## config.mk

```make
export PLATFORM = sky130hd
export DESIGN_NAME = pipeControl
export DESIGN_NICKNAME = d
export VERILOG_FILES = /design/src/verilog/ctrlPkg.sv /design/src/verilog/isaPkg.sv /design/src/verilog/branchResolver.sv /design/src/verilog/hazardUnit.sv /design/src/verilog/instrDecoder.sv /design/src/verilog/pipeControl.sv /design/src/verilog/pipeSequencer.sv /design/src/verilog/redirectTimer.sv
export VERILOG_INCLUDE_DIRS = /design/src /design/src/verilog
export SDC_FILE = /design/constraint.sdc
export NUM_CORES = 1
export LEC_CHECK = 0
export BUFFER_PORTS_ARGS = -buffer_cell sky130_fd_sc_hd__buf_2
export CORE_MARGIN = 3
export CORE_UTILIZATION = 57
export DETAILED_ROUTE_END_ITERATION = 8
export GPL_TIMING_DRIVEN = 0
export PLACE_DENSITY_LB_ADDON = 0.25
export SLEW_MARGIN = 10
export SYNTH_ARGS = -nofsm -noshare
export SYNTH_HDL_FRONTEND = slang
export SYNTH_SLANG_ARGS = --single-unit
```

## constraint.sdc

```tcl
create_clock -name clk -period 7.4 [get_ports clk]
set_clock_uncertainty 0.15 [all_clocks]
set_input_delay 0.74 -clock clk [delete_from_list [all_inputs] [get_ports clk]]
set_output_delay 0.74 -clock clk [all_outputs]
set_load 0.02 [all_outputs]
```

## src/verilog/pipe_defs.svh

```systemverilog
`ifndef PIPE_DEFS_SVH
`define PIPE_DEFS_SVH

////////////////////////////////////////////////////////////////////////////
// datapath widths
////////////////////////////////////////////////////////////////////////////

`define REG_ADDR_W      5       // register file address
`define INSTR_W         32      // instruction word

////////////////////////////////////////////////////////////////////////////
// fetch blocking after a redirect
////////////////////////////////////////////////////////////////////////////

`define HOLD_W          2       // redirect timer width
`define JUMP_HOLD       2       // blocked cycles after j / jr
`define BRANCH_HOLD     1       // blocked cycles after a taken branch

`endif

```

## src/verilog/ctrlPkg.sv

```systemverilog
`default_nettype none
`include "pipe_defs.svh"

package ctrlPkg;

    ////////////////////////////////////////////////////////////////////////////
    // issue sequencer
    ////////////////////////////////////////////////////////////////////////////

    typedef enum logic [1:0] {
        RUN,            // fetch open
        BRANCH_WAIT,    // branch sitting in execute
        REDIRECT        // waiting for the hold timer
    } seqStateT;

    ////////////////////////////////////////////////////////////////////////////
    // datapath selects
    ////////////////////////////////////////////////////////////////////////////

    typedef enum logic [1:0] {
        PC_NEXT   = 2'b00,  // pc + 4
        PC_BRANCH = 2'b01,  // pc + offset
        PC_JUMP   = 2'b10,  // 26-bit target
        PC_REG    = 2'b11   // rs value
    } pcSrcT;

    // ALU operand source
    typedef enum logic [1:0] {
        FWD_REG = 2'b00,
        FWD_MEM = 2'b01,
        FWD_WB  = 2'b10
    } fwdSelT;

    typedef enum logic [1:0] {
        ALU_ADD   = 2'b00,
        ALU_SUB   = 2'b01,
        ALU_FUNCT = 2'b10   // ALU decodes the funct field itself
    } aluOpT;

endpackage

`default_nettype wire

```

## src/verilog/isaPkg.sv

```systemverilog
`default_nettype none
`include "pipe_defs.svh"

package isaPkg;

    // major opcodes of the supported subset
    typedef enum logic [5:0] {
        OP_RTYPE = 6'h00,
        OP_J     = 6'h02,
        OP_BEQ   = 6'h04,
        OP_BNE   = 6'h05,
        OP_BGTZ  = 6'h07,
        OP_ADDI  = 6'h08,
        OP_ANDI  = 6'h0c,
        OP_LW    = 6'h23,
        OP_SW    = 6'h2b
    } opcodeT;

    // funct codes under OP_RTYPE
    typedef enum logic [5:0] {
        FN_JR  = 6'h08,
        FN_ADD = 6'h20,
        FN_SUB = 6'h22,
        FN_AND = 6'h24,
        FN_OR  = 6'h25
    } functT;

    typedef struct packed {
        opcodeT                  opcode;
        logic [`REG_ADDR_W-1:0]  rs;
        logic [`REG_ADDR_W-1:0]  rt;
        logic [`REG_ADDR_W-1:0]  rd;
        logic [4:0]              shamt;
        functT                   funct;
    } instrRT;

    typedef struct packed {
        opcodeT                  opcode;
        logic [`REG_ADDR_W-1:0]  rs;
        logic [`REG_ADDR_W-1:0]  rt;
        logic [15:0]             imm;
    } instrIT;

    // same 32 bits, register view and immediate view
    typedef union packed {
        instrRT r;
        instrIT i;
    } instrWordT;

    typedef enum logic [3:0] {
        CLS_ALU_REG,
        CLS_ALU_IMM,
        CLS_LOAD,
        CLS_STORE,
        CLS_BEQ,
        CLS_BNE,
        CLS_BGTZ,
        CLS_JUMP,
        CLS_JR,
        CLS_NONE        // bubble or empty slot
    } instrClassT;

endpackage

`default_nettype wire

```

## src/verilog/branchResolver.sv

```systemverilog
`timescale 1ns/1ns
`default_nettype none
`include "pipe_defs.svh"

module branchResolver
    import isaPkg::*, ctrlPkg::*;
(
    input  wire                 accept,
    input  wire instrClassT     instrClass,
    input  wire instrClassT     exClass,
    input  wire                 aluZero,        // rs - rt == 0
    input  wire                 aluPositive,    // rs > 0
    output logic                branchTaken,
    output logic                pcWrite,
    output pcSrcT               pcSrc
);

    assign branchTaken = ((exClass == CLS_BEQ)  &&  aluZero) ||
                         ((exClass == CLS_BNE)  && !aluZero) ||
                         ((exClass == CLS_BGTZ) &&  aluPositive);

    always_comb
    begin
        pcWrite = 1'b1;
        pcSrc   = PC_NEXT;
        if (branchTaken)
            pcSrc = PC_BRANCH;      // fetch is closed, nothing else competes
        else if (accept && instrClass == CLS_JUMP)
            pcSrc = PC_JUMP;
        else if (accept && instrClass == CLS_JR)
            pcSrc = PC_REG;
        else if (!accept)
            pcWrite = 1'b0;
    end

endmodule

`default_nettype wire

```

## src/verilog/hazardUnit.sv

```systemverilog
`timescale 1ns/1ns
`default_nettype none
`include "pipe_defs.svh"

module hazardUnit
    import isaPkg::*, ctrlPkg::*;
(
    input  wire                         instrValid,
    input  wire [`REG_ADDR_W-1:0]       rsAddr,
    input  wire [`REG_ADDR_W-1:0]       rtAddr,
    input  wire instrClassT             exClass,
    input  wire [`REG_ADDR_W-1:0]       exRs,
    input  wire [`REG_ADDR_W-1:0]       exRt,
    input  wire [`REG_ADDR_W-1:0]       exDest,
    input  wire instrClassT             memClass,
    input  wire [`REG_ADDR_W-1:0]       memDest,
    input  wire instrClassT             wbClass,
    input  wire [`REG_ADDR_W-1:0]       wbDest,
    output logic                        loadUse,
    output fwdSelT                      fwdA,
    output fwdSelT                      fwdB
);

    logic exLive;
    logic memFwdOk;
    logic wbFwdOk;

    // memory slot wins over writeback
    function automatic fwdSelT pickFwd(
        input logic [`REG_ADDR_W-1:0] src,
        input logic                   memOk,
        input logic [`REG_ADDR_W-1:0] memAddr,
        input logic                   wbOk,
        input logic [`REG_ADDR_W-1:0] wbAddr
    );
        fwdSelT sel;
        sel = FWD_REG;
        if (memOk && memAddr == src)
            sel = FWD_MEM;
        else if (wbOk && wbAddr == src)
            sel = FWD_WB;
        return sel;
    endfunction

    assign exLive = (exClass != CLS_NONE);

    // load data not ready yet in memory, only ALU results forward from there
    assign memFwdOk = (memClass inside {CLS_ALU_REG, CLS_ALU_IMM}) && (memDest != '0);
    assign wbFwdOk  = (wbClass inside {CLS_ALU_REG, CLS_ALU_IMM, CLS_LOAD}) && (wbDest != '0);

    assign fwdA = exLive ? pickFwd(exRs, memFwdOk, memDest, wbFwdOk, wbDest) : FWD_REG;
    assign fwdB = exLive ? pickFwd(exRt, memFwdOk, memDest, wbFwdOk, wbDest) : FWD_REG;

    // offered word needs a load result that is still one stage away
    assign loadUse = instrValid && (exClass == CLS_LOAD) && (exDest != '0) &&
                     ((exDest == rsAddr) || (exDest == rtAddr));

endmodule

`default_nettype wire

```

## src/verilog/instrDecoder.sv

```systemverilog
`timescale 1ns/1ns
`default_nettype none
`include "pipe_defs.svh"

module instrDecoder
    import isaPkg::*, ctrlPkg::*;
(
    input  wire instrWordT              instr,
    output instrClassT                  instrClass,
    output logic [`REG_ADDR_W-1:0]      rsAddr,
    output logic [`REG_ADDR_W-1:0]      rtAddr,
    output logic [`REG_ADDR_W-1:0]      destAddr,
    output aluOpT                       aluOp,
    output logic                        aluImm
);

    // unused source fields are forced to zero so they never stall or forward
    always_comb
    begin
        instrClass = CLS_NONE;
        rsAddr     = instr.i.rs;
        rtAddr     = instr.i.rt;
        destAddr   = '0;
        aluOp      = ALU_ADD;
        aluImm     = 1'b0;
        case (instr.i.opcode)
            OP_RTYPE:
            begin
                if (instr.r.funct == FN_JR)
                begin
                    instrClass = CLS_JR;
                    rtAddr     = '0;
                end
                else if (instr.r.funct inside {FN_ADD, FN_SUB, FN_AND, FN_OR})
                begin
                    instrClass = CLS_ALU_REG;
                    destAddr   = instr.r.rd;
                    aluOp      = ALU_FUNCT;
                end
                else
                begin
                    rsAddr = '0;    // unknown funct, treat as empty
                    rtAddr = '0;
                end
            end
            OP_ADDI, OP_ANDI:
            begin
                instrClass = CLS_ALU_IMM;
                destAddr   = instr.i.rt;
                rtAddr     = '0;
                aluImm     = 1'b1;
                // andi picks its logic op from the opcode in the ALU decoder
                aluOp      = (instr.i.opcode == OP_ANDI) ? ALU_FUNCT : ALU_ADD;
            end
            OP_LW:
            begin
                instrClass = CLS_LOAD;
                destAddr   = instr.i.rt;
                rtAddr     = '0;
                aluImm     = 1'b1;          // base + offset
            end
            OP_SW:
            begin
                instrClass = CLS_STORE;     // rt stays, it is the store data
                aluImm     = 1'b1;
            end
            OP_BEQ, OP_BNE:
            begin
                instrClass = (instr.i.opcode == OP_BEQ) ? CLS_BEQ : CLS_BNE;
                aluOp      = ALU_SUB;
            end
            OP_BGTZ:
            begin
                instrClass = CLS_BGTZ;
                rtAddr     = '0;
                aluOp      = ALU_SUB;
            end
            OP_J:
            begin
                instrClass = CLS_JUMP;
                rsAddr     = '0;
                rtAddr     = '0;
            end
            default:
            begin
                rsAddr = '0;
                rtAddr = '0;
            end
        endcase
    end

endmodule

`default_nettype wire

```

## src/verilog/pipeControl.sv

```systemverilog
`timescale 1ns/1ns
`default_nettype none
`include "pipe_defs.svh"

module pipeControl
    import isaPkg::*, ctrlPkg::*;
(
    input  wire                         clk,
    input  wire                         rst_n,
    input  wire                         instrValid,
    input  wire [`INSTR_W-1:0]          instr,
    input  wire                         aluZero,
    input  wire                         aluPositive,
    output logic                        instrReady,
    output logic                        pcWrite,
    output pcSrcT                       pcSrc,
    output aluOpT                       aluOp,
    output logic                        aluImm,
    output fwdSelT                      fwdA,
    output fwdSelT                      fwdB,
    output logic                        memRead,
    output logic                        memWrite,
    output logic                        regWrite,
    output logic [`REG_ADDR_W-1:0]      regDest,
    output logic                        memToReg
);

    instrClassT              instrClass, exClass, memClass, wbClass;
    logic [`REG_ADDR_W-1:0]  rsAddr, rtAddr, destAddr;
    logic [`REG_ADDR_W-1:0]  exRs, exRt, exDest, memDest, wbDest;
    logic [`HOLD_W-1:0]      timerValue;
    logic                    accept, loadUse, branchTaken, timerLoad, timerBusy;
    seqStateT                seqState;

    instrDecoder uDecoder (
        .instr(instrWordT'(instr)), .instrClass(instrClass), .rsAddr(rsAddr),
        .rtAddr(rtAddr), .destAddr(destAddr), .aluOp(aluOp), .aluImm(aluImm)
    );

    pipeSequencer uSequencer (
        .clk(clk), .rst_n(rst_n), .instrValid(instrValid), .instrClass(instrClass),
        .rsAddr(rsAddr), .rtAddr(rtAddr), .destAddr(destAddr), .loadUse(loadUse),
        .branchTaken(branchTaken), .timerBusy(timerBusy), .instrReady(instrReady),
        .accept(accept), .state(seqState), .timerLoad(timerLoad), .timerValue(timerValue),
        .exClass(exClass), .exRs(exRs), .exRt(exRt), .exDest(exDest),
        .memClass(memClass), .memDest(memDest), .wbClass(wbClass), .wbDest(wbDest)
    );

    redirectTimer uTimer (
        .clk(clk), .rst_n(rst_n), .load(timerLoad), .value(timerValue), .busy(timerBusy)
    );

    hazardUnit uHazard (
        .instrValid(instrValid), .rsAddr(rsAddr), .rtAddr(rtAddr), .exClass(exClass),
        .exRs(exRs), .exRt(exRt), .exDest(exDest), .memClass(memClass), .memDest(memDest),
        .wbClass(wbClass), .wbDest(wbDest), .loadUse(loadUse), .fwdA(fwdA), .fwdB(fwdB)
    );

    branchResolver uBranch (
        .accept(accept), .instrClass(instrClass), .exClass(exClass), .aluZero(aluZero),
        .aluPositive(aluPositive), .branchTaken(branchTaken), .pcWrite(pcWrite),
        .pcSrc(pcSrc)
    );

    ////////////////////////////////////////////////////////////////////////////
    // memory and writeback strobes from the slot classes
    ////////////////////////////////////////////////////////////////////////////

    assign memRead  = (memClass == CLS_LOAD);
    assign memWrite = (memClass == CLS_STORE);
    assign regWrite = wbClass inside {CLS_ALU_REG, CLS_ALU_IMM, CLS_LOAD};
    assign memToReg = (wbClass == CLS_LOAD);
    assign regDest  = wbDest;

    // load-use stall keeps a load in memory from feeding a live execute source
    assert property (@(posedge clk) disable iff (!rst_n)
        memClass == CLS_LOAD && memDest != '0 && exClass != CLS_NONE
            |-> memDest != exRs && memDest != exRt)
        else $error("load result needed in execute one cycle too early");

    // a branch redirect only comes out of the branch wait state
    assert property (@(posedge clk) disable iff (!rst_n)
        pcWrite && pcSrc == PC_BRANCH |-> seqState == BRANCH_WAIT)
        else $error("branch redirect outside BRANCH_WAIT");

endmodule

`default_nettype wire

```

## src/verilog/pipeSequencer.sv

```systemverilog
`timescale 1ns/1ns
`default_nettype none
`include "pipe_defs.svh"

module pipeSequencer
    import isaPkg::*, ctrlPkg::*;
(
    input  wire                         clk,
    input  wire                         rst_n,
    input  wire                         instrValid,
    input  wire instrClassT             instrClass,
    input  wire [`REG_ADDR_W-1:0]       rsAddr,
    input  wire [`REG_ADDR_W-1:0]       rtAddr,
    input  wire [`REG_ADDR_W-1:0]       destAddr,
    input  wire                         loadUse,
    input  wire                         branchTaken,
    input  wire                         timerBusy,
    output logic                        instrReady,
    output logic                        accept,
    output seqStateT                    state,
    output logic                        timerLoad,
    output logic [`HOLD_W-1:0]          timerValue,
    output instrClassT                  exClass,
    output logic [`REG_ADDR_W-1:0]      exRs,
    output logic [`REG_ADDR_W-1:0]      exRt,
    output logic [`REG_ADDR_W-1:0]      exDest,
    output instrClassT                  memClass,
    output logic [`REG_ADDR_W-1:0]      memDest,
    output instrClassT                  wbClass,
    output logic [`REG_ADDR_W-1:0]      wbDest
);

    // REDIRECT itself blocks one cycle, the timer covers the rest
    localparam logic [`HOLD_W-1:0] JumpReload   = `JUMP_HOLD - 1;
    localparam logic [`HOLD_W-1:0] BranchReload = `BRANCH_HOLD - 1;

    seqStateT nextState;
    logic     isBranch;
    logic     isJump;

    assign isBranch   = instrClass inside {CLS_BEQ, CLS_BNE, CLS_BGTZ};
    assign isJump     = instrClass inside {CLS_JUMP, CLS_JR};
    assign instrReady = (state == RUN) && !timerBusy && !loadUse;
    assign accept     = instrValid && instrReady;
    assign timerLoad  = (accept && isJump) || branchTaken;
    assign timerValue = branchTaken ? BranchReload : JumpReload;

    always_comb
    begin
        nextState = state;
        case (state)
            RUN:
            begin
                if (accept && isBranch)
                    nextState = BRANCH_WAIT;
                else if (accept && isJump)
                    nextState = REDIRECT;
            end
            BRANCH_WAIT: nextState = branchTaken ? REDIRECT : RUN;  // one cycle only
            REDIRECT:    nextState = timerBusy ? REDIRECT : RUN;
            default:     nextState = RUN;
        endcase
    end

    ////////////////////////////////////////////////////////////////////////////
    // state and slot classes
    ////////////////////////////////////////////////////////////////////////////

    always_ff @(posedge clk or negedge rst_n)
    begin
        if (!rst_n)
        begin
            state    <= REDIRECT;   // leaves once the idle timer is seen
            exClass  <= CLS_NONE;
            memClass <= CLS_NONE;
            wbClass  <= CLS_NONE;
        end
        else
        begin
            state    <= nextState;
            exClass  <= accept ? instrClass : CLS_NONE;  // bubble on stall
            memClass <= exClass;
            wbClass  <= memClass;
        end
    end

    // slot addresses, qualified by the classes above
    always_ff @(posedge clk)
    begin
        if (accept)
        begin
            exRs   <= rsAddr;
            exRt   <= rtAddr;
            exDest <= destAddr;
        end
        memDest <= exDest;
        wbDest  <= memDest;
    end

    // hold timer only runs while fetch is redirected
    assert property (@(posedge clk) disable iff (!rst_n) timerBusy |-> state == REDIRECT)
        else $error("redirect timer counting outside REDIRECT");

endmodule

`default_nettype wire

```

## src/verilog/redirectTimer.sv

```systemverilog
`timescale 1ns/1ns
`default_nettype none
`include "pipe_defs.svh"

module redirectTimer
(
    input  wire                 clk,
    input  wire                 rst_n,
    input  wire                 load,
    input  wire [`HOLD_W-1:0]   value,
    output logic                busy
);

    logic [`HOLD_W-1:0] count;

    assign busy = (count != '0);

    always_ff @(posedge clk or negedge rst_n)
    begin
        if (!rst_n)
            count <= '0;
        else if (load)
            count <= value;         // zero load leaves it idle
        else if (busy)
            count <= count - 1'b1;
    end

    // sequencer only redirects with fetch open, so a reload never cuts a hold
    assert property (@(posedge clk) disable iff (!rst_n) load |-> !busy)
        else $error("redirect timer reloaded while still counting");

endmodule

`default_nettype wire
```

* Word-level counts from Yosys, hierarchy flattened *
Cells that the tools add are included.

word-level totals
  flip-flop bits (word level) = 41
  input bits = 37
  output and inout port bits = 20
  word-level logic and storage cells = 135

operators by class
  add/sub/neg operators = 1
  eq/ne operators = 37
  multiplexer cells = 40
  reduce and logical (&&, ||, !) cells = 47

operator list
  cell                                           count
  == test 6 bit, second input constant           6
  2-to-1 mux 2 bit                               18
  == test 5 bit                                  6
  2-to-1 mux 5 bit                               6
  one-hot mux 5 bit (2 select lines)             3
  == test 4 x 3 -> 1 bit, second input constant  7
  one-hot mux 4 bit (7 select lines)             1
  logical AND 1 bit                              19
  == test 6 x 3 -> 1 bit, second input constant  3
  == test 6 x 4 -> 1 bit, second input constant  3
  == test 4 x 2 -> 1 bit, second input constant  4
  nonzero test 5 bit                             3
  2-to-1 mux 4 bit                               3
  one-hot mux 2 bit (3 select lines)             2
  OR reduction 3 bit                             3
  == test 4 x 1 -> 1 bit, second input constant  2
  zero test 4 bit                                2
  nonzero test 2 bit                             4
  2-to-1 mux 1 bit                               7
  OR reduction 7 bit                             1
  == test 6 x 2 -> 1 bit, second input constant  1
  zero test 6 bit                                1
  nonzero test 3 bit                             2
  == test 4 bit, second input constant           1
  other kinds (11)                               17

* Logic depth before layout (Yosys ltp) *
  word-level depth = 15
  gate-level depth with buffers = 8
  gate-level depth less buffers = 7

* Modules after synthesis *
A second synthesis with hierarchy kept.

second synthesis, totals
  cell total of the unflattened synthesis = 226
  area, all modules = 2,386.0 µm²

by module, submodules not included
  module          instances  cells an instance  area each (µm²)  seq. area each (µm²)
  pipeSequencer   1          59                 1,144.8          1,009.7
  instrDecoder    1          82                 546.8            0.0
  hazardUnit      1          57                 441.7            0.0
  redirectTimer   1          13                 116.4            50.0
  branchResolver  1          11                 86.3             0.0
  pipeControl     1          4                  50.0             0.0

* Worst setup path after synthesis *
Ideal clock, no wire load.

  path type = input to output
  from = input port instr[30]
  to = output port pcSrc[0]
  arrival = 2,915 ps
  data required time = 6,510 ps
  path slack = 3,595 ps
  stages on the path = 7
  buffers on the path = 0
  cell sequence = or4_4 -> or2_2 -> nor3_2 -> o21ai_1 -> xor2_1 -> a31o_2 -> o31ai_1

between the ends
  word-level cells in the longest chain between the ends = 13
  elaborated cells on any way between the ends = 31
  classes of those cells = 12 x eq/ne; 7 x mux; 12 x reduce/logical

RTL lines
  item                                                                       RTL line              RTL
  start: declaration                                                         pipeControl.sv:11     input wire [`INSTR_W-1:0] instr,
  == test 6 x 3 -> 1 bit (tied with other cells)                             instrDecoder.sv:26    case (instr.i.opcode)
  OR reduction 7 bit (no line) / OR reduction 3 bit (equally long branches)  n/a
  one-hot mux 5 bit (2 select lines)                                         instrDecoder.sv:26
  == test 5 bit                                                              hazardUnit.sv:56      ((exDest == rsAddr) || (exDest == rtAddr));
  logical OR 1 bit                                                           hazardUnit.sv:56
  logical AND 1 bit                                                          hazardUnit.sv:55      assign loadUse = instrValid && (exClass == CLS_LOAD) && (exDest != '0) &&
  zero test 1 bit                                                            pipeSequencer.sv:43   assign instrReady = (state == RUN) && !timerBusy && !loadUse;
  logical AND 1 bit                                                          pipeSequencer.sv:43
  logical AND 1 bit                                                          pipeSequencer.sv:44   assign accept = instrValid && instrReady;
  logical AND 1 bit                                                          branchResolver.sv:30  else if (accept && instrClass == CLS_JR)
  2-to-1 mux 2 bit                                                           branchResolver.sv:30
  2-to-1 mux 2 bit *                                                         branchResolver.sv:28  else if (accept && instrClass == CLS_JUMP)
  2-to-1 mux 2 bit *                                                         branchResolver.sv:26  if (branchTaken)
  end: declaration                                                           pipeControl.sv:16     output pcSrcT pcSrc,

Mark *: on every way between the ends. The rest lies on a longest branch, timed or not.

* Final worst setup path *
  from = input port instr[31]
  to = output port instrReady

between the ends
  word-level cells in the longest chain between the ends = 8
  elaborated cells on any way between the ends = 18
  classes of those cells = 9 x eq/ne; 2 x mux; 7 x reduce/logical

RTL lines
  item                                                                       RTL line             RTL
  == test 6 x 3 -> 1 bit (tied with other cells)                             instrDecoder.sv:26
  OR reduction 7 bit (no line) / OR reduction 3 bit (equally long branches)  n/a
  one-hot mux 5 bit (2 select lines)                                         instrDecoder.sv:26
  == test 5 bit                                                              hazardUnit.sv:56
  logical OR 1 bit *                                                         hazardUnit.sv:56
  logical AND 1 bit *                                                        hazardUnit.sv:55
  zero test 1 bit *                                                          pipeSequencer.sv:43
  logical AND 1 bit *                                                        pipeSequencer.sv:43
  end: declaration                                                           pipeControl.sv:14    output logic instrReady,

Marks and branches as above.

==> key figures <==
Global routing
  – Vias in the first global route: 1777
  – Largest net degree at the start of global routing: 17
  – Global-route wire length before repair: a little over 8000 µm
  – Total track usage: 0.204
  – Total grt overflow: 0
  – Initial antenna violation count: 0

Yosys
  – Synth area leader: edfxtp_1
  – Mapped Cells: 229
  – Post-synth EDFFs: 15
  – Top FF cell, synth: edfxtp_1
  – Seq cells post-synth: between 40 and 50
  – Avg Inst Size Synth: 10.3 µm²
  – Count leader, synth: nor2_1
  – Share of the synthesized area in the top cell type: 0.192
  – Synth unique cells: 61
  – Synthesized Nets: 267
  – Synth Cell Area: around 2300 µm²
  – Ys Warns: 0
  – Post-synth top cells: 20 x nor2_1, 15 x edfxtp_1, 13 x inv_1, 13 x xnor2_1, 13 x xor2_1
  – Area contributors post-synth: edfxtp_1 19%, dfrtp_1 9.6%, dfxtp_1 8.5%
  – Register area share after synthesis: 0.451
  – Async S/R FF share, synth: 0.390

Worst setup path
  – Reg2Reg Setup Slack: roughly 4400 ps
  – Slowest-stage cell, CP: or4_4
  – Crit start category: primary input
  – Worst reg2reg startpoint: uSequencer.exDest[1]$_DFFE_PP_
  – Cells along the critical path: buf_2 > or4_4 > nor4_4 > o21ai_1 > a211o_1 > a2111oi_4 > a31oi_2 > and2_1 > buf_2
  – WS Path Type: in -> out
  – Setup crit end kind: primary output
  – CP max stage delay: 550 ps
  – Crit Path Max Fanout: 10
  – Crit path required time: 6510 ps
  – Top Family by Delay on Critical Path: simple AND/OR/NAND/NOR gates
  – Critical path buffers and inverters: 2
  – Cell mode on critical path: buf_2
  – Worst r2r dst: uSequencer.exRs[1]$_DFFE_PP_
  – R2R depth: 7
  – Crit path arrival time: 3340 ps
  – Cell depth of the worst setup path: 9

Clocking
  – Clock tree sinks: 41
  – CTS H-tree depth: 2
  – CTS tree: done
  – Post-CTS Resized: 0
  – CTS Hold Bufs: 0
  – Skew-Pair Late Insertion Delay: roughly 290 ps
  – Worst-path clk slew: 70 ps
  – CTS root buf: clkbuf_8
  – TritonCTS Buffers: 5
  – CTS Buffer Depth: 2
  – # Post-CTS Setup Buffers: 0

Routing
  – Initial DRC Count: 95
  – Post-DR wirelength/cell: about 15 µm
  – Drt first pass iters: 5
  – Via density per instance: 5.72
  – Post-route ant nets: 0
  – Routed WL: 4940 µm
  – Residual DRC count: 0
  – Vias: 1910

Timing
  – Slew Viols, Final: 0
  – Period utilisation layout: 0.571
  – Setup TNS: 0 ps
  – Final setup vio count: 0
  – Worst-Margin Slew: 1250 ps
  – Tmin final: roughly 4200 ps
  – Rel. slew slack: 0.162
  – Fmax achieved: 0.236 GHz
  – Final hold viol count: 0
  – RSZ-0062 raised after global routing: no
  – Worst Setup Slack, final: 3170 ps

Placement
  – Pre-CTS setup slack: between 3000 and 4000 ps
  – Detailed Place HPWL: 3810 µm
  – Placed insts: ~330
  – IO buf count: 49
  – Final Wtd Congestion: 0.845
  – Instance area after placement: ~2700 µm²

Floorplanning
  – Io pins: 57
  – Core ar.: between 3000 and 4000 µm²
  – Die Span X: 70.2 µm
  – Num rows: 22
  – Die area: 4930 µm²
  – Initial Util: 0.614
  – DIE HEIGHT: 70.2 µm

Layout
  – Layout cells sized above 1: 0.283
  – # diodes: 0
  – Final core utilization: 0.720
  – Fin area: 2760 µm²
  – Non-Filler Instances: 334
  – NumNets Final: 323
  – Area delta synth->final: 17.4%

Power
  – PwrDens: 224 nW/µm²
  – VDD IR max: 0.118 mV
  – LEAKAGE: 1.12 nW

Worst hold path
  – Hold WC Path Type: in -> async

Outcome
  – Status: finished, final reports clean

Flow run
  – Total of max-cap violations: 0
[kinds of logic after synthesis]
group | count (synthesis) | share of synthesized area
flops | 41 | 0.451
xor+xnor | 26 | 0.0970
compound gates | 44 | 0.143
mux | 4 | 0.0202
simple gates | 94 | 0.249
buf+inv | 19 | 0.0341
fa+ha+maj | 1 | 0.00533
[stage by stage]
step | hold WS (ps) | total power (W)
finish | 189 | 0.000618
global route | 200 | 0.000654
CTS | 198 | 0.000623
detailed placement | 220 | 0.000462
global placement | 212 | 0.000455
floorplan | 208 | 0.000413
[per-layer routing]
metal | global-route usage | share of wire
met3 | 0.0590 | 0.063
met4 | 0.0638 | 0.014
met1 | 0.245 | 0.43
met2 | 0.352 | 0.50
met5 | 0 | 0
[worst reg2reg max path, stage by stage, from the launching register on]
cell	delay, ps
edfxtp_1	500
nor2_1	180
nand2_1	60
o21ai_0	210
a2111o_1	150
o22ai_1	120
a31o_2	320
nor2_1	960
[power breakdown]
group          internal [W]  switching [W]  total, W
Clock             0.0000865      0.0000750  0.000161
Combinational     0.0000671      0.0000824  0.000150
Sequential         0.000273      0.0000338  0.000307
[final cells by class]
type / count / area [µm²]
Tap cell: 48 / 60.1
Inverter: 13 / 48.8
Fill cell: 271 / 1070
Multi-Input combinational cell: 169 / 1210
Buffer: 6 / 31.3
Clock inverter: 1 / 5.00
Clock buffer: 7 / 97.6
Sequential cell: 41 / 1060
Timing Repair Buffer: 49 / 245
[how the worst max path moves through the flow]
stage                       to      start  slack [ps]
CTS                 instrReady  instr[31]        3180
detailed placement  instrReady  instr[31]        3180
global placement    instrReady  instr[31]        3190
global route        instrReady  instr[31]        3000
finish              instrReady  instr[31]        3170
floorplan             pcSrc[0]  instr[30]        3590
[placed cells by master, fill, tap and decap left out, drive strengths merged, types with 4 or more instances in the layout]
cell type / n
or4: 4
edfxtp: 15
buf: 52
a22o: 5
xnor2: 13
dfxtp: 10
a31oi: 4
clkbuf: 10
nor2b: 8
o21ai: 9
nand2: 9
nor3b: 4
nor2: 21
a21oi: 5
dfrtp: 9
inv: 13
dfstp: 7
nor4b: 8
nor4: 4
o22ai: 5
nand4: 4
xor2: 13
nor3: 10
[flip-flops by register name, indices dropped and copies added, names as in the netlist]
signal	flops
uSequencer.memClass	4
uSequencer.memDest	5
uSequencer.exRs	5
uSequencer.exDest	5
uSequencer.exRt	5
uTimer.count	2
uSequencer.wbDest	5
uSequencer.exClass	4
uSequencer.wbClass	4
uSequencer.state	2
Note: power is estimated with default switching activity, not from simulation.
